==> src/verilog/linegen_config.svh <==
`ifndef LINEGEN_CONFIG_SVH
`define LINEGEN_CONFIG_SVH

// Line geometry. The line width must be a whole number of words
`define LINEGEN_DATA_WIDTH 48 // Bits per stored line
`define LINEGEN_WORD_WIDTH 16 // Bits per host / consumer word

// Line memory
`define LINEGEN_BRAM_DEPTH 600 // Lines held
`define LINEGEN_BRAM_DELAY 4   // Read latency in cycles

`endif

==> src/verilog/linegen_pkg.sv <==
`include "linegen_config.svh"

package linegen_pkg;

	localparam int WORDS_PER_LINE = `LINEGEN_DATA_WIDTH / `LINEGEN_WORD_WIDTH;
	localparam int ADDR_WIDTH = $clog2(`LINEGEN_BRAM_DEPTH);

	typedef logic [`LINEGEN_DATA_WIDTH-1:0] line_t;
	typedef logic [`LINEGEN_WORD_WIDTH-1:0] word_t;
	typedef logic [ADDR_WIDTH-1:0] addr_t; // Line address or line count
	typedef logic [1:0] word_idx_t;         // Word slot within a line

	// Replay control in bram_interface
	typedef enum logic [2:0] {
		WRITE_MODE,
		PREP_GEN_MODE,
		FILL_BUFF,
		GENERATOR_MODE,
		SIMPLE_MODE
	} bram_state_t;

endpackage

==> src/verilog/word_serializer.sv <==
`include "linegen_config.svh"

module word_serializer (
	input  logic               clk,
	input  logic               rst_gen_mode,
	input  linegen_pkg::line_t line_out,
	input  logic               valid_line_out,
	input  logic               word_take,
	output linegen_pkg::word_t word_out,
	output logic               word_valid,
	output logic               next
);

	localparam linegen_pkg::word_idx_t LAST_WORD =
		linegen_pkg::word_idx_t'(linegen_pkg::WORDS_PER_LINE - 1);

	linegen_pkg::word_idx_t word_idx;
	logic consume;

	assign word_valid = valid_line_out;
	assign word_out = line_out[word_idx * `LINEGEN_WORD_WIDTH +: `LINEGEN_WORD_WIDTH];
	assign consume = word_valid && word_take;
	assign next = consume && (word_idx == LAST_WORD); // Last word of the line leaves

	always_ff @(posedge clk) begin
		if (rst_gen_mode || !valid_line_out) begin
			word_idx <= '0;
		end else if (consume) begin
			word_idx <= (word_idx == LAST_WORD) ? '0 : word_idx + 1'b1;
		end
	end

endmodule

==> config.mk <==
export PLATFORM = sky130hd
export DESIGN_NAME = word_serializer
export DESIGN_NICKNAME = d
export VERILOG_FILES = /design/src/verilog/linegen_pkg.sv /design/src/verilog/word_serializer.sv
export VERILOG_INCLUDE_DIRS = /design/src /design/src/verilog
export SDC_FILE = /design/constraint.sdc
export NUM_CORES = 1
export LEC_CHECK = 0
export ABC_CLOCK_PERIOD_IN_PS = 950
export BUFFER_PORTS_ARGS = -buffer_cell sky130_fd_sc_hd__buf_4
export CAP_MARGIN = 30
export CORE_ASPECT_RATIO = 1.1
export CORE_MARGIN = 5
export CORE_UTILIZATION = 25
export DETAILED_ROUTE_END_ITERATION = 8
export PLACE_DENSITY = 0.75
export SETUP_SLACK_MARGIN = 0.4
export SLEW_MARGIN = 10
export SYNTH_ARGS = -nofsm -noshare
export SYNTH_HDL_FRONTEND = slang
export SYNTH_SLANG_ARGS = --single-unit
==> constraint.sdc <==
create_clock -name clk -period 0.95 [get_ports clk]
set_input_delay 0.0475 -clock clk [delete_from_list [all_inputs] [get_ports clk]]
set_output_delay 0.0475 -clock clk [all_outputs]
set_load 0.01 [all_outputs]
Word level (Yosys, flattened, before mapping)
Cells that the tools add are included.
{"block": "totals", "in_bits": 52, "out_inout_bits": 18, "elab_cells": 9, "ff_bits": 2}
{"block": "classes", "reduce_logical": 4, "n_mux": 1, "shifts": 1, "n_eq_ne": 1, "n_addsub": 1}
{"operator": "$shiftx A48 B7 Y16", "count": 1}
{"operator": "$add A2 B1 Y2 const B", "count": 1}
{"operator": "$eq A2 B2 Y1 const B", "count": 1}
{"operator": "$logic_and A1 B1 Y1", "count": 2}
{"operator": "$mux W2", "count": 1}
{"operator": "$logic_not A1 Y1", "count": 1}
{"operator": "$logic_or A1 B1 Y1", "count": 1}

Depth between registers and ports, before layout
{"block": "depth", "ltp_word": 2, "depth_mapped": 4, "mapped_depth_nobuf": 2}

Least setup slack after synthesis
OpenSTA, ideal clock, no wires.
{"block": "synth_path", "kind": "register -> output", "from": "reg word_idx[1]", "to": "out word_out[0]", "n_path_buf": 2, "path_stages_with_launch": 5, "required_ns": 0.902, "arrival_time_ns": 0.927, "path_slack_ns": -0.024, "path_cell_list": "dfxtp_1 -> nor2b_1 -> buf_2 -> buf_2 -> o2bb2ai_1"}
{"block": "synth_via", "elab_chain_len": 1}
{"element": "from (decl)", "line": "word_serializer.sv:17", "rtl": "linegen_pkg::word_idx_t word_idx;"}
{"element": "from (signal assigned)", "line": "word_serializer.sv:29", "rtl": "word_idx <= (word_idx == LAST_WORD) ? '0 : word_idx + 1'b1;"}
{"element": "$shiftx A48 B7 Y16", "line": "word_serializer.sv:21", "rtl": "assign word_out = line_out[word_idx * `LINEGEN_WORD_WIDTH +: `LINEGEN_WORD_WIDTH];"}
{"element": "to (decl)", "line": "word_serializer.sv:9", "rtl": "output linegen_pkg::word_t word_out,"}
Every way passes these cells.

Worst setup path after layout
{"block": "layout_path", "from": "reg word_idx[0]", "to": "out word_out[4]"}
Same word-level chain as after synthesis.

==> impl_metrics.py <==
metrics = {
    "critical_path": {
        "cp_data_arrival_time_ns": 1.22,
        "r2r_cells": 2,
        "required_ns": 0.90,
        "setup.worst_path.class": "register to primary output",
        "path_max_fanout": 8,
        "end_kind": "primary output",
        "r2r_slack_ns": 0,
        "cp-start-kind": "register",
    },
    "final_layout": {
        "biggestRegsByFlops": "word_idx (2)",
        "n_antenna_cell": 0,
        "area_growth_pct": 151,
        "final_nets": 178,
        "layout_commonest_cell": "buf_4",
        "fillers": 156,
        "drive_above_1_share_pct": 73.4,
        "largest_register_ffs": 2,
        "fin_area_um2": 1110,
        "post-route-util_pct": 63.9,
        "most-common-layout-cells": "buf_4, mux2i_1, o2bb2ai_1, buf_6",
        "top_register": "word_idx",
    },
    "run_status": {
        "status": "complete, but fails checks",
        "violations": "negative setup slack",
    },
    "grt": {
        "grt.overflow.total": 0,
        "grt_pass1_vias": 782,
        "grt_max_degree": 13,
        "grt.total_usage_pct": 16.2,
        "antenna_found_initial": 0,
        "grt_pass1_wl_um": 3350,
    },
    "yosys": {
        "synthMuxAreaShare_pct": 36.1,
        "synth_top_family_by_area": "multiplexers",
        "yosysWarningCount": 0,
        "synth_xor_area_share_pct": 0,
        "ys_seq_area_share_pct": 9.01,
        "ys_types": 13,
        "syn-instance-count": 50,
        "syn_nets": 102,
        "synth_fa_ha_area_share_pct": 0,
        "avgSynthCellArea_um2": 8.88,
        "synthesis.area_um2": 444,
        "yosys_register_bits": 2,
        "synth_compound_area_share_pct": 33.8,
        "synth-simple-area-share_pct": 11.5,
    },
    "sta": {
        "rsz0062_at_grt": "true",
        "post-route-period-util_pct": 133,
        "hold_violations": 0,
        "finalSetupViolCount": 17,
        "period_needed_ns": 1.27,
        "relSlewSlack_pct": 87.8,
        "setup_tns_ns": -4.42,
        "slew_violations": 0,
        "max_freq_ghz": 0.790,
        "finClkSkew_ns": 0.0000108,
        "setup_ws_ns": -0.316,
        "tightest_slew_ns": 0.179,
    },
    "place": {
        "pre_cts_ws_ns": -0.145,
        "dpl_cell_area_um2": 1010,
        "dp_hpwl_um": 1740,
        "place_congestion": 0.711,
        "io_buffers": 69,
    },
    "drt": {
        "wl_per_cell_um": 14.6,
        "drc": 0,
        "drtIter0Drc": 3,
        "wirelength_um": 2080,
        "viasPerCell": 5.01,
        "drtAntennaViolNets": 0,
        "via_count": 711,
        "drtPass1Iterations": 2,
    },
    "clock_network": {
        "cts_sinks": 2,
        "clkTransAtPathRegs_ns": 0.03,
        "htree_levels": 1,
        "cts.hold.buffers_added": 0,
        "cts_buffer_depth": 2,
        "cts_root_buf": "clkbuf_4",
        "cts_made_buffers": 3,
        "clk_latency_ns": 0.22,
        "cts_tree": "yes",
    },
    "power": {
        "power_density_nw_per_um2": 636,
        "total_power_mw": 0.708,
        "p_leak_nw": 0.515,
        "ir_drop_mv": 0.329,
    },
    "min_path": {
        "hold_depth": 3,
        "min_path_type": "input port to register",
    },
    "die": {
        "rows": 16,
        "ios": 70,
        "die_h_um": 54.2,
        "start_util_pct": 25.5,
        "die_w_um": 50.2,
        "die_area_um2": 2720,
        "core_um2": 1740,
    },
    "job": {
        "cap_violations": 0,
    },
}
[cell type report]
cell class | instances | area, µm² | area share (%)
multi-input combinational | 41 | 412 | 37.0
clock buffer | 3 | 22.5 | 2.02
sequential | 2 | 45.0 | 4.04
tap | 18 | 22.5 | 2.02
timing repair buffer | 78 | 612 | 54.9
[worst max-delay path: stages (launching register included)]
cell and delay (ns):
dfxtp_4 0.38, buf_8 0.15, mux2i_2 0.24, o2bb2ai_2 0.08
buf_4 0.14
[cell usage after synthesis]
cell	instances	area, µm²
mux2i_1	16	160
o2bb2ai_1	16	140
buf_2	4	20.0
nand2b_1	3	18.8
a21oi_1	2	10.0
dfxtp_1	2	40.0
and4b_1	1	10.0
buf_1	1	3.75
buf_4	1	7.51
buf_6	1	11.3
nand3b_1	1	7.51
nor2b_1	1	6.26
or3b_1	1	8.76
[final timing paths]
check                                   from          end
worst min-delay path            rst_gen_mode  word_idx[0]
worst max register to register   word_idx[0]  word_idx[0]
worst min register to register   word_idx[1]  word_idx[0]
worst max-delay path             word_idx[0]  word_out[4]
[what timing repair did]
| item | in CTS | in global routing |
|---|---|---|
| setup buffers | 0 | 1 |
| gates resized for setup | 14 | 6 |
| endpoints found under the setup margin | 19 | 19 |
| gates cloned | 1 | 0 |
| pin swaps | 14 | 6 |
[layer usage]
layer  routed length, µm  vias to the layer above  GRT usage (%)
li1                    -                      350              -
met1                 704                      325           14.7
met2                1130                       34           29.7
met3                 222                        2           8.17
met4                  19                        0           8.30
met5                   0                        -              0
[metrics by stage]
stage | hold WS [ns] | std cells
after floorplan | 0.187 | 50
after global placement | 0.289 | 137
after detailed placement | 0.291 | 137
after CTS | 0.0915 | 141
after global routing | 0.122 | 142
final | 0.117 | 142
[power by group]
group / internal (mW) / switching [mW] / total [mW]
clock: 0.139 / 0.0478 / 0.187
sequential: 0.0860 / 0.00530 / 0.0913
combinational: 0.280 / 0.150 / 0.429
[logic make-up (layout without fill, tap and decap cells)]
| family | after synthesis | in the layout |
|---|---|---|
| AO/OA/AOI/OAI | 18 | 18 |
| buffers and inverters | 7 | 81 |
| flip-flops | 2 | 2 |
| multiplexers | 16 | 16 |
| AND/OR/NAND/NOR | 7 | 7 |
No activity file was read; power rests on OpenSTA's default activity.
