--- src/verilog/linegen_config.svh ---
`ifndef LINEGEN_CONFIG_SVH
`define LINEGEN_CONFIG_SVH

// Line geometry. The line width must be a whole number of words
`define LINEGEN_DATA_WIDTH 48 // Bits per stored line
`define LINEGEN_WORD_WIDTH 16 // Bits per host / consumer word

// Line memory
`define LINEGEN_BRAM_DEPTH 600 // Lines held
`define LINEGEN_BRAM_DELAY 4   // Read latency in cycles

`endif

--- src/verilog/linegen_pkg.sv ---
`include "linegen_config.svh"

package linegen_pkg;

	localparam int WORDS_PER_LINE = `LINEGEN_DATA_WIDTH / `LINEGEN_WORD_WIDTH;
	localparam int ADDR_WIDTH = $clog2(`LINEGEN_BRAM_DEPTH);

	typedef logic [`LINEGEN_DATA_WIDTH-1:0] line_t;
	typedef logic [`LINEGEN_WORD_WIDTH-1:0] word_t;
	typedef logic [ADDR_WIDTH-1:0] addr_t; // Line address or line count
	typedef logic [1:0] word_idx_t;         // Word slot within a line

	// Replay control in bram_interface
	typedef enum logic [2:0] {
		WRITE_MODE,
		PREP_GEN_MODE,
		FILL_BUFF,
		GENERATOR_MODE,
		SIMPLE_MODE
	} bram_state_t;

endpackage

--- src/verilog/line_assembler.sv ---
`include "linegen_config.svh"

module line_assembler (
	input  logic               clk,
	input  logic               rst_gen_mode,
	input  linegen_pkg::word_t word_in,
	input  logic               word_in_valid,
	input  logic               write_rdy,
	output logic               we,
	output linegen_pkg::addr_t waddr,
	output linegen_pkg::line_t wdata
);

	localparam linegen_pkg::word_idx_t LAST_WORD =
		linegen_pkg::word_idx_t'(linegen_pkg::WORDS_PER_LINE - 1);
	localparam linegen_pkg::addr_t DEPTH = linegen_pkg::addr_t'(`LINEGEN_BRAM_DEPTH);

	linegen_pkg::word_idx_t word_idx;
	logic accept;

	assign accept = word_in_valid && write_rdy;

	// Line builds up in place, low word first
	always_ff @(posedge clk) begin
		if (accept) begin
			wdata[word_idx * `LINEGEN_WORD_WIDTH +: `LINEGEN_WORD_WIDTH] <= word_in;
		end
	end

	always_ff @(posedge clk) begin
		if (rst_gen_mode || !write_rdy) begin
			word_idx <= '0; // Partial line dropped
			waddr <= '0;
			we <= 1'b0;
		end else begin
			// Full memory swallows further lines
			we <= accept && (word_idx == LAST_WORD) && (waddr < DEPTH);
			if (we) begin
				waddr <= waddr + 1'b1;
			end
			if (accept) begin
				word_idx <= (word_idx == LAST_WORD) ? '0 : word_idx + 1'b1;
			end
		end
	end

endmodule

--- config.mk ---
export PLATFORM = sky130hd
export DESIGN_NAME = line_assembler
export DESIGN_NICKNAME = d
export VERILOG_FILES = /design/src/verilog/linegen_pkg.sv /design/src/verilog/line_assembler.sv
export VERILOG_INCLUDE_DIRS = /design/src /design/src/verilog
export SDC_FILE = /design/constraint.sdc
export NUM_CORES = 1
export LEC_CHECK = 0
export BUFFER_PORTS_ARGS = -buffer_cell sky130_fd_sc_hd__buf_2
export CAP_MARGIN = 20
export CORE_MARGIN = 2
export CORE_UTILIZATION = 54
export CTS_CLUSTER_DIAMETER = 120
export CTS_CLUSTER_SIZE = 28
export DETAILED_ROUTE_END_ITERATION = 7
export GPL_TIMING_DRIVEN = 0
export PLACE_DENSITY_LB_ADDON = 0.1
export SLEW_MARGIN = 20
export SYNTH_ARGS = -nofsm -noshare
export SYNTH_HDL_FRONTEND = slang
export SYNTH_SLANG_ARGS = --single-unit
--- constraint.sdc ---
create_clock -name clk -period 3.55 [get_ports clk]
set_input_delay 0.5325 -clock clk [delete_from_list [all_inputs] [get_ports clk]]
set_output_delay 0.5325 -clock clk [all_outputs]
set_load 0.005 [all_outputs]
=== After elaboration in Yosys (flattened, before gate mapping) ===
Index checks and enable logic that the tools add are counted.

* Register bits: 61
* Bits in latches: 0
* Memory bits (writable): 0
* Bits in read-only memories: 0
* Input port bits: 20
* Output and inout bits: 59
* Logic and storage cells: 18
* Memories: 0

* $add $sub $neg: 3
* Multipliers: 0
* Divide/modulo/power cells: 0
* Order comparisons: 1
* Equality and inequality tests: 1
* Shift-type cells: 2
* Muxes and demuxes: 2
* Bitwise gates (word level): 0
* Reductions and logical operators: 5

{| class="wikitable"
|+ Operator list
! operator !! count
|-
| $bwmux 48 || 1
|-
| $shift 16x34->48 const A || 1
|-
| $shiftx 16x34->48 || 1
|-
| $neg 6->34 || 1
|-
| $add 10x1->10 const B || 1
|-
| $lt 10x10->1 const B || 1
|-
| $logic_and 1x1->1 || 3
|-
| $add 2x1->2 const B || 1
|-
| $eq 2x2->1 const B || 1
|-
| $mux 2 || 1
|-
| $logic_not 1->1 || 1
|-
| $logic_or 1x1->1 || 1
|}

=== Depth between registers and ports, before layout ===
* Word-level depth: 3
* Mapped depth: 5
* Gate-level depth less buffers: 4

=== Worst setup path before layout ===
OpenSTA, ideal clock, no wires.

* Path kind: register to register
* From: register word_idx[0]
* To: register wdata[11] (data pin)
* Setup time: 0.255 ns
* Arrival time: 1.361 ns
* Required time: 3.295 ns
* Slack: 1.934 ns
* Cell stages (with the launch flop): 6
* Path buffers: 1
* Period minus slack after synthesis: 1.616 ns
* Cell sequence: dfxtp_1 inv_2 ha_1 and4bb_2 clkbuf_2 and2_1

* Word-level cells in the longest chain between the ends: 3
* Elaborated cells between the ends (all ways): 4
* Classes of those cells: add/sub: 1; shift: 2; mux: 1

{| class="wikitable"
|+ Ends and longest elaborated chain
! item !! line !! source
|-
| from (decl) || line_assembler.sv:18 || <nowiki>linegen_pkg::word_idx_t word_idx;</nowiki>
|-
| from (signal assigned) || line_assembler.sv:42 || <nowiki>word_idx <= (word_idx == LAST_WORD) ? '0 : word_idx + 1'b1;</nowiki>
|-
| $neg 6->34 * || line_assembler.sv:26 || <nowiki>wdata[word_idx * `LINEGEN_WORD_WIDTH +: `LINEGEN_WORD_WIDTH] <= word_in;</nowiki>
|-
| $shiftx 16x34->48 / $shift 16x34->48 (equally long branches) || line_assembler.sv:26 ||
|-
| $bwmux 48 * || line_assembler.sv:26 ||
|-
| to (signal, indexed assignment) || line_assembler.sv:26 ||
|-
| to (decl) || line_assembler.sv:11 || <nowiki>output linegen_pkg::line_t wdata</nowiki>
|}

Mark *: on every way between the ends. The rest lies on a longest branch, timed or not.
A chain may end at the register's enable or synchronous reset.

=== Worst setup path in the final report ===
* From: register word_idx[0]
* To: register wdata[40] (data pin)

The elaborated chain is that of the path after synthesis.

==> flow_summary_export.csv <==
group,metric,value,unit
synth,syn_inst,174,
sta,min_period_over_period,0.5349,
clock_tree,clkSinkCount,61,
worst_setup_path,rr_startpoint,"word_idx[0]$_SDFFE_PP0P_",
finish,syn_to_final_growth,24.41,%
power_and_ir_drop,powerDensity,435.2,nW/um2
clock_tree,htree_levels,3,
worst_setup_path,crit_fanout,10,
detailed_routing,post-route-drc-count,0,
sta,hold_violations,0,
detailed_routing,num_vias,1594,
sta,fin_ws,1.651,ns
floorplan,die_area,5133,um2
grt,grt_pass1_wl,7182,um
finish,multi_input_area,718.2,um2
clock_tree,cts_root_buf,"clkbuf_8",
grt,grt_pass1_vias,1495,
worst_setup_path,rrSetupSlack,1.65,ns
synth,synth-seq-area-share,0.6886,
place,gp_congestion,0.6890,
worst_setup_path,reg2regPathDepth,5,
worst_setup_path,slowest_delay,0.48,ns
synth,syn_avg_cell_area,14.20,um2
worst_setup_path,startpoint_type,"flop",
worst_setup_path,worstPathCellList,"inv_2 > ha_1 > nor4b_4 > clkbuf_2 > and2_1",
clock_tree,cts_tree,"yes",
clock_tree,cts_resized,0,
floorplan,die_y,71.65,um
worst_setup_path,cp_top_family,"simple AND/OR/NAND/NOR gates",
detailed_routing,drt.antenna.violating_nets,0,
power_and_ir_drop,peakVddDrop,0.1961,mV
grt,grt-ovfl-total,0,
finish,final-instance-count-excl-fill,319,
floorplan,pin_count,79,
worst_setup_path,endpoint,"wdata[40]$_DFFE_PP_",
worst_setup_path,worstPathRequired,3.73,ns
worst_setup_path,cp_num_buf_inv,2,
grt,gr-usage-all-layers,0.1885,
detailed_routing,first_pass_iters,4,
floorplan,fp.coreArea,4384,um2
synth,synth_top_cell_area_share,0.5833,
place,dpl_worst_slack,1.652,ns
synth,synthDistinctLibCells,32,
worst_setup_path,r2r-end,"wdata[40]$_DFFE_PP_",
power_and_ir_drop,p_int,0.001061,W
synth,synthesis.area,2471,um2
clock_tree,cts_setup_buffers,0,
sta,whs,0.4173,ns
finish,fillerInstances,340,
finish,nets,289,
worst_setup_path,end_kind,"flop",
clock_tree,clockBufferDepth,2,
sta,clock.fmax,526.6,MHz
sta,slew_headroom,0.4686,
clock_tree,clk_pin_slew,0.06,ns
floorplan,rows,24,
worst_setup_path,crit_type,"reg -> reg",
finish,most-common-layout-cells,"buf_2 (78), edfxtp_1 (48), and2_1 (45), dfxtp_1 (13), clkbuf_8 (9)",
power_and_ir_drop,p_leak,1.161,nW
finish,regArea,1702,um2
sta,period_minus_slack,1.899,ns
sta,finalClockSkew,0.004318,ns
grt,antenna_found_initial,0,
synth,ys_top_cells_by_area,"edfxtp_1 (58%), and2_1 (11%), dfxtp_1 (11%), ha_1 (3.0%), mux2i_1 (1.6%)",
detailed_routing,wl,4524,um
place,placed_cells,304,
outcome,status,"finished, final reports clean",
power_and_ir_drop,p_switching,0.0002774,W
sta,rsz0062_at_grt,"false",
synth,ys_ff_latch,61,
detailed_routing,viasPerCell,4.997,
floorplan,start_util,0.5636,
hold_path,hp-class,"in -> reg",
power_and_ir_drop,combPwrFrac,0.055,
clock_tree,cts_inserted_buffers,9,
sta,slew_viol_final,0,
detailed_routing,post_drt_wl_per_cell,14.18,um
clock_tree,postCtsHoldBufs,0,
sta,fin_tns_setup,0,ns
finish,drive_gt1_frac,0.3670,
run,cap_viol_max_count,0,
power_and_ir_drop,seqPwrFrac,0.590,
worst_setup_path,crit_start,"word_idx[0]$_SDFFE_PP0P_",
worst_setup_path,cp_slowest_cell,"dfxtp_1",
power_and_ir_drop,power,0.001338,W
worst_setup_path,critical_path_arrival,2.08,ns
detailed_routing,drt_iter0_drc,70,
finish,final_common_cell,"buf_2",
finish,antenna_cells,0,
sta,setup_violations,0,
power_and_ir_drop,clockPowerShare,0.355,
worst_setup_path,cp.depth,5,
synth,yosysWarnings,0,
grt,grt_max_degree,17,
sta,tightest_slew,0.7970,ns
synth,yosysTopAreaCell,"edfxtp_1",
floorplan,fp.dieW,71.65,um
synth,syn_nets,200,
power_and_ir_drop,swShare,0.2073,
place,hpwl,3229,um
clock_tree,clk_latency,0.31,ns
place,portBuffers,78,
[kinds of logic (layout without fill, tap and decap cells)]
kind of cell / Yosys count / after routing / synth area share
mux: 4 / 4 / 0.01620
simple gates: 77 / 77 / 0.2025
buf+inv: 11 / 104 / 0.02076
flops: 61 / 61 / 0.6886
fa+ha+maj: 6 / 6 / 0.03038
compound gates: 11 / 11 / 0.02734
xor+xnor: 4 / 4 / 0.01418
[cells in the mapped netlist]
library cell / number
xor2_1: 3
or3_1: 3
xnor2_1: 1
nor3b_2: 1
o21ai_0: 3
nand2_1: 4
nor2_1: 7
clkbuf_1: 1
and3_1: 2
and3b_1: 3
nor2b_1: 1
nand4_1: 1
nand3_1: 3
clkbuf_2: 2
inv_1: 5
edfxtp_1: 48
o211ai_1: 1
o41ai_1: 1
ha_1: 6
dfxtp_1: 13
nand2b_1: 2
inv_2: 1
and2_1: 45
mux2i_1: 4
nor4_1: 1
o311ai_0: 1
nor4b_4: 1
a21oi_1: 4
a211oi_1: 1
nand4_2: 2
buf_4: 2
and4bb_2: 1
[power groups by stage]
| stage | combinational [W] | clock (W) | sequential (W) |
|---|---|---|---|
| after floorplan | 0.0000336 | 0 | 0.000807 |
| after global placement | 0.0000733 | 0 | 0.000805 |
| after detailed placement | 0.0000750 | 0 | 0.000805 |
| after CTS | 0.0000752 | 0.000486 | 0.000790 |
| after global routing | 0.0000838 | 0.000517 | 0.000791 |
| final | 0.0000735 | 0.000475 | 0.000790 |
[worst register-to-register path: cells and delay by family, from the launching register on]
| kind | cells | cell delay [ns] |
|---|---|---|
| and+or+nand+nor | 2 | 0.58 |
| DFF | 1 | 0.48 |
| buffers and inverters | 2 | 0.42 |
| adders and majority gates | 1 | 0.29 |
[worst min path at each step]
| stage | end | slack, ns | from | depth (start not counted) |
|---|---|---|---|---|
| 2_1_floorplan | we$_SDFF_PP0_ | 0.47 | waddr[9]$_SDFFE_PP0P_ | 1 |
| 4_1_cts | we$_SDFF_PP0_ | 0.40 | rst_gen_mode | 2 |
| 3_5_place_dp | waddr[9]$_SDFFE_PP0P_ | 0.48 | waddr[9]$_SDFFE_PP0P_ | 2 |
| 6_report | we$_SDFF_PP0_ | 0.42 | rst_gen_mode | 2 |
| 3_3_place_gp | waddr[9]$_SDFFE_PP0P_ | 0.47 | waddr[9]$_SDFFE_PP0P_ | 2 |
| 5_1_grt | we$_SDFF_PP0_ | 0.40 | rst_gen_mode | 2 |
[sequential cells by signal (all words and copies together), names as in the netlist]
register	count
wdata	48
we	1
waddr	10
word_idx	2
[cell type report]
| cell class | count | share of cell area |
|---|---|---|
| flip-flops and latches | 61 | 0.5535 |
| multi-input cells | 102 | 0.2336 |
| repair buffers | 78 | 0.1270 |
| clock buffers | 11 | 0.04274 |
| well taps | 52 | 0.02116 |
| plain buffers | 5 | 0.009361 |
| inverters | 6 | 0.007326 |
| clock inverters | 4 | 0.005291 |
[layer usage]
metal / global-route usage / vias up / part of all wire
li1: - / 795 / -
met3: 0.04782 / 2 / 0.057
met2: 0.3179 / 50 / 0.51
met5: 0 / - / 0
met4: 0.08176 / 0 / 0.0044
met1: 0.2300 / 747 / 0.42
[through the flow]
stage	utilization	cell area, um2
6_report	0.7012	3074
3_5_place_dp	0.6675	2927
3_3_place_gp	0.6675	2927
4_1_cts	0.7012	3074
2_1_floorplan	-	2471
5_1_grt	0.7012	3074
Power figures use the tool's default switching activity.
