$ cat config.mk
export PLATFORM = sky130hd
export DESIGN_NAME = bram_interface
export DESIGN_NICKNAME = d
export VERILOG_FILES = /design/src/verilog/linegen_pkg.sv /design/src/verilog/bram_interface.sv
export VERILOG_INCLUDE_DIRS = /design/src /design/src/verilog
export SDC_FILE = /design/constraint.sdc
export NUM_CORES = 1
export LEC_CHECK = 0
export BUFFER_PORTS_ARGS = -buffer_cell sky130_fd_sc_hd__buf_2
export CORE_MARGIN = 2
export CORE_UTILIZATION = 40
export DETAILED_ROUTE_END_ITERATION = 10
export HOLD_SLACK_MARGIN = 0.02
export MAX_ROUTING_LAYER = met4
export PLACE_DENSITY = 0.64
export SYNTH_ARGS = -nofsm -noshare
export SYNTH_HDL_FRONTEND = slang
export SYNTH_SLANG_ARGS = --single-unit
export TNS_END_PERCENT = 100
$ cat constraint.sdc
create_clock -name clk -period 8.93 [get_ports clk]
set_input_delay 1.786 -clock clk [delete_from_list [all_inputs] [get_ports clk]]
set_output_delay 1.786 -clock clk [all_outputs]
set_load 0.1 [all_outputs]
$ cat src/verilog/linegen_config.svh
`ifndef LINEGEN_CONFIG_SVH
`define LINEGEN_CONFIG_SVH

// Line geometry. The line width must be a whole number of words
`define LINEGEN_DATA_WIDTH 48 // Bits per stored line
`define LINEGEN_WORD_WIDTH 16 // Bits per host / consumer word

// Line memory
`define LINEGEN_BRAM_DEPTH 600 // Lines held
`define LINEGEN_BRAM_DELAY 4   // Read latency in cycles

`endif

$ cat src/verilog/linegen_pkg.sv
`include "linegen_config.svh"

package linegen_pkg;

	localparam int WORDS_PER_LINE = `LINEGEN_DATA_WIDTH / `LINEGEN_WORD_WIDTH;
	localparam int ADDR_WIDTH = $clog2(`LINEGEN_BRAM_DEPTH);

	typedef logic [`LINEGEN_DATA_WIDTH-1:0] line_t;
	typedef logic [`LINEGEN_WORD_WIDTH-1:0] word_t;
	typedef logic [ADDR_WIDTH-1:0] addr_t; // Line address or line count
	typedef logic [1:0] word_idx_t;         // Word slot within a line

	// Replay control in bram_interface
	typedef enum logic [2:0] {
		WRITE_MODE,
		PREP_GEN_MODE,
		FILL_BUFF,
		GENERATOR_MODE,
		SIMPLE_MODE
	} bram_state_t;

endpackage

$ cat src/verilog/bram_interface.sv
`include "linegen_config.svh"

module bram_interface (
	input  logic               clk,
	input  logic               rst_gen_mode,
	input  logic               replay_restart,
	input  logic               generator_mode,
	input  logic               we,
	input  logic               next,
	input  linegen_pkg::line_t line_out_raw,
	output linegen_pkg::addr_t buff_addr,
	output linegen_pkg::line_t line_out,
	output logic               valid_line_out,
	output logic               write_rdy
);

	localparam int BRAM_DELAY = `LINEGEN_BRAM_DELAY;
	localparam int BUFF_LEN = BRAM_DELAY + 1;
	localparam int PTR_W = $clog2(BUFF_LEN);

	linegen_pkg::bram_state_t bram_state;
	linegen_pkg::addr_t lines_stored;
	linegen_pkg::line_t line_buff [BUFF_LEN];
	logic [PTR_W-1:0] buff_place_ptr;
	logic [PTR_W-1:0] buff_access_ptr;
	logic [PTR_W-1:0] els_in_buff;
	logic fetch;                     // buff_addr is being read this cycle
	logic [BRAM_DELAY-1:0] valid_pipe;
	logic valid_line;
	logic buf_wr;
	logic pipe_empty;
	logic replaying;

	function automatic logic [PTR_W-1:0] ptr_inc(input logic [PTR_W-1:0] ptr);
		return (ptr == PTR_W'(BUFF_LEN - 1)) ? '0 : ptr + 1'b1;
	endfunction

	always_comb begin
		valid_line = valid_pipe[BRAM_DELAY-1];
		pipe_empty = !fetch && (valid_pipe == '0);
		buf_wr = valid_line && (bram_state == linegen_pkg::FILL_BUFF ||
			bram_state == linegen_pkg::GENERATOR_MODE);
		replaying = bram_state == linegen_pkg::GENERATOR_MODE ||
			bram_state == linegen_pkg::SIMPLE_MODE;
		line_out = line_buff[buff_access_ptr];
		write_rdy = bram_state == linegen_pkg::WRITE_MODE;
	end

	// Tracks reads in flight through the memory latency
	always_ff @(posedge clk) begin
		if (rst_gen_mode) begin
			valid_pipe <= '0;
		end else begin
			valid_pipe <= {valid_pipe[BRAM_DELAY-2:0], fetch};
		end
	end

	always_ff @(posedge clk) begin
		if (buf_wr) begin
			line_buff[buff_place_ptr] <= line_out_raw;
		end
	end

	always_ff @(posedge clk) begin
		if (rst_gen_mode) begin
			bram_state <= linegen_pkg::WRITE_MODE;
			lines_stored <= '0;
			buff_addr <= '0;
			buff_place_ptr <= '0;
			buff_access_ptr <= '0;
			els_in_buff <= '0;
			fetch <= 1'b0;
			valid_line_out <= 1'b0;
		end else if (replaying && replay_restart) begin
			valid_line_out <= 1'b0;
			fetch <= 1'b0;
			bram_state <= linegen_pkg::PREP_GEN_MODE;
		end else if (replaying && !generator_mode) begin
			valid_line_out <= 1'b0;
			fetch <= 1'b0;
			lines_stored <= '0; // New write session starts at line 0
			bram_state <= linegen_pkg::WRITE_MODE;
		end else begin
			case (bram_state)
				linegen_pkg::WRITE_MODE: begin
					if (we) begin
						lines_stored <= lines_stored + 1'b1;
					end
					if (generator_mode) begin
						bram_state <= linegen_pkg::PREP_GEN_MODE;
					end
				end

				linegen_pkg::PREP_GEN_MODE: begin
					// Stale reads must drain before the buffer refills
					if (!replay_restart && pipe_empty) begin
						buff_addr <= '0;
						buff_place_ptr <= '0;
						buff_access_ptr <= '0;
						els_in_buff <= '0;
						fetch <= 1'b1;
						bram_state <= linegen_pkg::FILL_BUFF;
					end
				end

				linegen_pkg::FILL_BUFF: begin
					if (buff_addr < linegen_pkg::addr_t'(BUFF_LEN - 1)) begin
						buff_addr <= buff_addr + 1'b1;
					end else begin
						fetch <= 1'b0; // Lines 0 to BUFF_LEN-1 requested
					end
					if (buf_wr) begin
						els_in_buff <= els_in_buff + 1'b1;
						buff_place_ptr <= ptr_inc(buff_place_ptr);
					end
					if (els_in_buff == PTR_W'(BUFF_LEN)) begin
						valid_line_out <= 1'b1;
						bram_state <= (lines_stored > linegen_pkg::addr_t'(BUFF_LEN)) ?
							linegen_pkg::GENERATOR_MODE : linegen_pkg::SIMPLE_MODE;
					end
				end

				linegen_pkg::GENERATOR_MODE: begin
					fetch <= next; // One refill per consumed line
					if (next) begin
						buff_access_ptr <= ptr_inc(buff_access_ptr);
						buff_addr <= (buff_addr == lines_stored - 1'b1) ? '0 : buff_addr + 1'b1;
					end
					if (buf_wr && !next) begin
						els_in_buff <= els_in_buff + 1'b1;
					end else if (next && !buf_wr) begin
						els_in_buff <= els_in_buff - 1'b1;
					end
					if (buf_wr) begin
						buff_place_ptr <= ptr_inc(buff_place_ptr);
					end
				end

				linegen_pkg::SIMPLE_MODE: begin
					// Whole sequence sits in the buffer
					if (next) begin
						buff_access_ptr <= (buff_access_ptr == lines_stored - 1'b1) ?
							'0 : buff_access_ptr + 1'b1;
					end
				end

				default: begin
					bram_state <= linegen_pkg::WRITE_MODE;
				end
			endcase
		end
	end

endmodule

# ---- After elaboration in Yosys (flattened, before gate mapping)
# Memories as Yosys holds them, arrays and structs flattened. A register that Yosys moved wholly into a read port is not among the register bits.
# Cells that the tools add are included.
dict set report op_classes {
  mul 0
  n_eq_ne 23
  magnitude_cmp 2
  div_mod_pow 0
  n_bitwise 3
  shifts 0
  reduce_logical 33
  add_sub_neg 7
  mux 35
}
# cell n
set op_table {}
lappend op_table {{2-to-1 mux 10 bit} 7}
lappend op_table {{2-to-1 mux 3 bit} 16}
lappend op_table {{one-hot mux 10 bit (3 select lines)} 1}
lappend op_table {{adder 10 x 1 -> 10 bit, second input constant} 2}
lappend op_table {{one-hot mux 3 bit (3 select lines)} 2}
lappend op_table {{AND reduction 6 bit} 3}
lappend op_table {{== test 3 bit, second input constant} 4}
lappend op_table {{inequality test 2 bit, second input constant} 6}
lappend op_table {{one-hot mux 3 bit (4 select lines)} 1}
lappend op_table {{== test 10 bit} 1}
lappend op_table {{== test 3 x 10 -> 1 bit} 1}
lappend op_table {{> comparator 10 x 3 -> 1 bit, second input constant} 1}
lappend op_table {{< comparator 10 x 3 -> 1 bit, second input constant} 1}
lappend op_table {{subtractor 10 x 1 -> 10 bit, second input constant} 1}
lappend op_table {{adder 3 x 1 -> 3 bit, second input constant} 3}
lappend op_table {{AND reduction 4 bit} 2}
lappend op_table {{logical AND 1 bit} 7}
lappend op_table {{== test 3 x 2 -> 1 bit, second input constant} 2}
lappend op_table {{2-to-1 mux 1 bit} 6}
lappend op_table {{inequality test 2 x 1 -> 1 bit, second input constant} 3}
lappend op_table {{inequality test 3 x 1 -> 1 bit, second input constant} 2}
lappend op_table {{one-hot mux 3 bit (2 select lines)} 1}
lappend op_table {{AND reduction 3 bit} 2}
lappend op_table {{nonzero test 2 bit} 3}
lappend op_table {{other kinds (16)} 25}
dict set report word_totals {
  romBits 0
  output_inout_bits 60
  ram_bits 240
  latch_bits 0
  memories 1
  elab_cells 114
  input_bits 54
  reg_bits 38
}
# memory depth width read_ports rd_ports_with_merged_regs wr line_no
set mem_list {}
lappend mem_list {line_buff 5 48 1 1 1 bram_interface.sv:23} ;# linegen_pkg::line_t line_buff [BUFF_LEN];

# ---- Longest topological paths before layout
dict set report logic_depth {
  word_depth 8
  mapped_depth 9
  mapped_depth_nobuf 8
}

# ---- Worst setup path before layout
# Ideal clock, no wire load.
dict set report synth_path {
  path_type {register to register}
  from {register bram_state[1]}
  to {memory line_buff[4][0] in the netlist's numbering (enable)}
  setup_time_ps 590
  synth_period_minus_slack_ps 6514
  stages_incl_launch_ff 6
  path_slack_ps 2416
  n_path_buf 2
  required_time_ps 8340
  t_arrival_ps 5924
  cell_sequence {dfxtp_1 buf_2 nor2b_1 clkbuf_1 nand2_1 nor4b_1}
}
dict set report synth_between {
  elab_chain_len 5
  elab_cells_between_ends 6
  cone_classes {eq/ne: 2; mux: 2; reduce/logical: 2}
}
# item line_no
set synth_lines {}
lappend synth_lines {{start, declared} bram_interface.sv:21} ;# linegen_pkg::bram_state_t bram_state;
lappend synth_lines {{start signal, assigned} bram_interface.sv:66} ;# bram_state <= linegen_pkg::WRITE_MODE;
lappend synth_lines {{start signal, assigned} bram_interface.sv:77} ;# bram_state <= linegen_pkg::PREP_GEN_MODE;
lappend synth_lines {{start signal, assigned} bram_interface.sv:82} ;# bram_state <= linegen_pkg::WRITE_MODE;
lappend synth_lines {{== test 3 x 2 -> 1 bit, on equally long branches} {bram_interface.sv:41, bram_interface.sv:42}}
lappend synth_lines {{logical OR 1 bit *} bram_interface.sv:41} ;# buf_wr = valid_line && (bram_state == linegen_pkg::FILL_BUFF ||
lappend synth_lines {{logical AND 1 bit *} bram_interface.sv:41}
lappend synth_lines {{2-to-1 mux 1 bit *} bram_interface.sv:59} ;# if (buf_wr) begin
lappend synth_lines {{2-to-1 mux 1 bit (implied by the code) *} bram_interface.sv:60} ;# line_buff[buff_place_ptr] <= line_out_raw;
lappend synth_lines {{end, declared} bram_interface.sv:23}
# Mark *: on every way between the ends. The rest lies on a longest branch, timed or not.

==> summary.txt <==
Status
  – Outcome: finished, final reports clean

Final layout
  – # fillers: 2497
  – NumNets Final: 867
  – Ratio of cells with drive above 1 in the final layout: 33.0%
  – ANT cells: 0
  – Area of the multi-input gates: between 3000 and 4000 µm²
  – Most frequent cells in the layout: edfxtp_1 (240), buf_2 (113), mux4_2 (48), mux2_2 (48), dfxtp_1 (38)
  – Final Util: 47.1%
  – Area growth syn-to-layout: 16.5%
  – Most common cell after layout, fill and taps aside: edfxtp_1
  – Register area: 8030 µm²

Setup path
  – Critical Path RT: 7.14 ns
  – Crit-path max FO: 35
  – Startpoint types: flop
  – Kind of critical path: flop to output port
  – Crit end category: output port
  – Worst-path cell chain: buf_4 -> mux4_2 -> mux2_2 -> buf_2
  – Slowest CP cell: buf_4
  – Worst path arrival time: 2.93 ns
  – CP bufs+invs: 2
  – Crit-path leading delay family: buffers and inverters
  – Largest stage delay, worst path: 0.67 ns

Synthesis
  – Netlist Area Pre-Place: about 12000 µm²
  – Main synth FF type: edfxtp_1
  – Ys async rst share: 0%
  – Distinct cells, synth: 58
  – Area share of the largest cell type after synthesis: 62.4%
  – Avg Cell Area, Syn: 16.8 µm²
  – EDFF count, synth: 240
  – Syn Inst Count: 687
  – Synth warn: 0
  – Seq/Total Area, Yosys: ~70%
  – Dominant cell type by area after synthesis: edfxtp_1
  – Synth top area cells: edfxtp_1 (62%), mux4_2 (9.4%), dfxtp_1 (7.1%), mux2_2 (4.7%), o21ai_0 (1.3%)
  – Syn_nets: 752
  – Register bit count reported by yosys: 281

GRT
  – Pin count of the biggest net entering global routing: 49
  – Vias in the first global route: 6382
  – GRT Util Overall: 15.4%
  – Initial antenna violation count: 0
  – First-pass GRT wire length: around 36000 µm
  – Gr ovfl total: 0

Pwr
  – P_leak: 0.00444 µW
  – Power density over cell area: ~200 nW/µm²
  – Max VDD drop: approximately 0.13 mV
  – Total chip power: 2730 µW

Timing
  – Final min period: ~4.7 ns
  – Final number of setup-violating endpoints: 0
  – Max Slew Vio Count: 0
  – TNS Setup: 0 ns
  – Max Clock Freq: approximately 0.21 GHz
  – RSZ-0062 raised after global routing: false
  – Slew headroom: between 10% and 20%
  – Final Skew: 0.0190 ns
  – Actual slew at the worst max-slew pin: between 1 and 1.5 ns
  – Fin Hold WS: 0.473 ns
  – Final Cycle Share: a little over half
  – Final Hold Fails: 0

Clocking
  – TritonCTS clock tree: built
  – Clock latency on the worst-skew pair: 0.54 ns
  – Cts repair resizes: 0
  – CTS max path bufs: 3
  – Reg clk slew, reported paths: 0.06 ns
  – Num CTS Buffers: 29
  – Hold buffers post-CTS: 0
  – Clock Sinks: 281
  – Clk root buf: clkbuf_16
  – Setup repair bufs after CTS: 0
  – H-tree depth: 1

Placement
  – DP HPWL: 12800 µm
  – Port-buffer cells: 113
  – Gpl congestion: around 0.81

Die
  – Die Ht: ~170 µm
  – Initial Util: approximately two fifths
  – Area of the core: 28500 µm²
  – Die W: around 170 µm
  – Std-Cell Rows: 62
  – IO Count: between 100 and 150
  – Die footprint: 30200 µm²

Routing
  – DRC: 0
  – Detailed-route wire length per cell: 18.6 µm
  – Final antenna-violating net count: 0
  – Via density: 5.31
  – DRT iter0 DRCs: 495
  – Total iterations of the first detailed-routing run: 6
  – Vias: 6401
  – Total wire length: about 22000 µm

Job
  – Max Cap Viol: 0

Hold path
  – Worst min path class: flop to flop
[path summary, 6_finish.rpt]
path	endpoint	start	slack, ns	depth (start not counted)
worst max-delay path	line_out[26]	flop	4.21	4
worst min-delay path	valid_pipe[2]	valid_pipe[1]	0.47	1
worst max register to register	buff_addr[5]	bram_state[2]	5.87	5
worst min register to register	valid_pipe[2]	valid_pipe[1]	0.47	1
[metal layers]
metal | wire (µm) | vias up | track usage (%)
li1 | - | 2952 | -
met1 | 10200 | 3259 | 20.8
met2 | 10800 | 154 | 24.9
met3 | 1130 | 36 | 2.45
met4 | 362 | 0 | 3.43
met5 | 0 | - | -
[cell usage after synthesis (4+ instances only)]
library cell / number
xnor2_1: 14
nor2b_1: 7
nand2_1: 16
and3_1: 9
ha_1: 11
nor4_1: 19
nand3b_1: 4
nor2_1: 35
inv_1: 17
dfxtp_1: 41
nand3_1: 12
nand2b_1: 5
a21oi_1: 8
clkbuf_1: 25
o21ai_0: 29
xor2_1: 11
mux2_2: 48
nor3_1: 12
nand4_1: 5
nor3b_1: 4
mux4_2: 48
edfxtp_1: 240
buf_2: 4
a31oi_1: 5
buf_1: 6
and2_1: 4
[area by class of cell]
| class | count | area share, % |
|---|---|---|
| Tap cell | 384 | 3.57 |
| Multi-Input combinational cell | 352 | 24.8 |
| Clock inverter | 11 | 1.01 |
| Clock buffer | 40 | 5.78 |
| Timing Repair Buffer | 121 | 4.65 |
| Sequential cell | 281 | 59.7 |
| Inverter | 17 | 0.474 |
[flip-flops by register name, indices dropped and copies added (netlist names), named ones only]
signal           cells
bram_state           3
buff_access_ptr      3
buff_addr           10
buff_place_ptr       3
els_in_buff          3
fetch                1
line_buff          240
lines_stored        10
valid_line_out       1
valid_pipe           4
[report_power, final]
group          switching, µW  leakage [µW]  internal [µW]
registers               10.7       0.00249           1430
logic                   88.0       0.00150           42.4
clock network            472      0.000445            691
total                    571       0.00444           2160
[worst register-to-register path, stage by stage, from the launching register on]
cell	delay (ns)
dfxtp_1	0.65
nand2b_1	0.44
a311oi_1	0.14
a211oi_2	0.96
nor4b_4	0.60
nor4_1	0.11
[cells by family after synthesis]
family | synth area share [%]
XOR/XNOR | 1.90
adder cells (fa/ha/maj) | 1.19
flip-flops | 69.5
AO/OA/AOI/OAI | 4.00
buffers and inverters | 1.93
AND/OR/NAND/NOR | 7.16
multiplexers | 14.3
[per-stage QoR]
step                area (µm²)  setup slack, ns  std cells
finish                   13500             4.21       1206
global route             13500             3.98       1206
CTS                      13500             4.12       1206
detailed placement       12500             4.56       1155
global placement         12500             4.56       1155
floorplan                11500             2.42        687
Note: power is estimated with default switching activity, not from simulation.
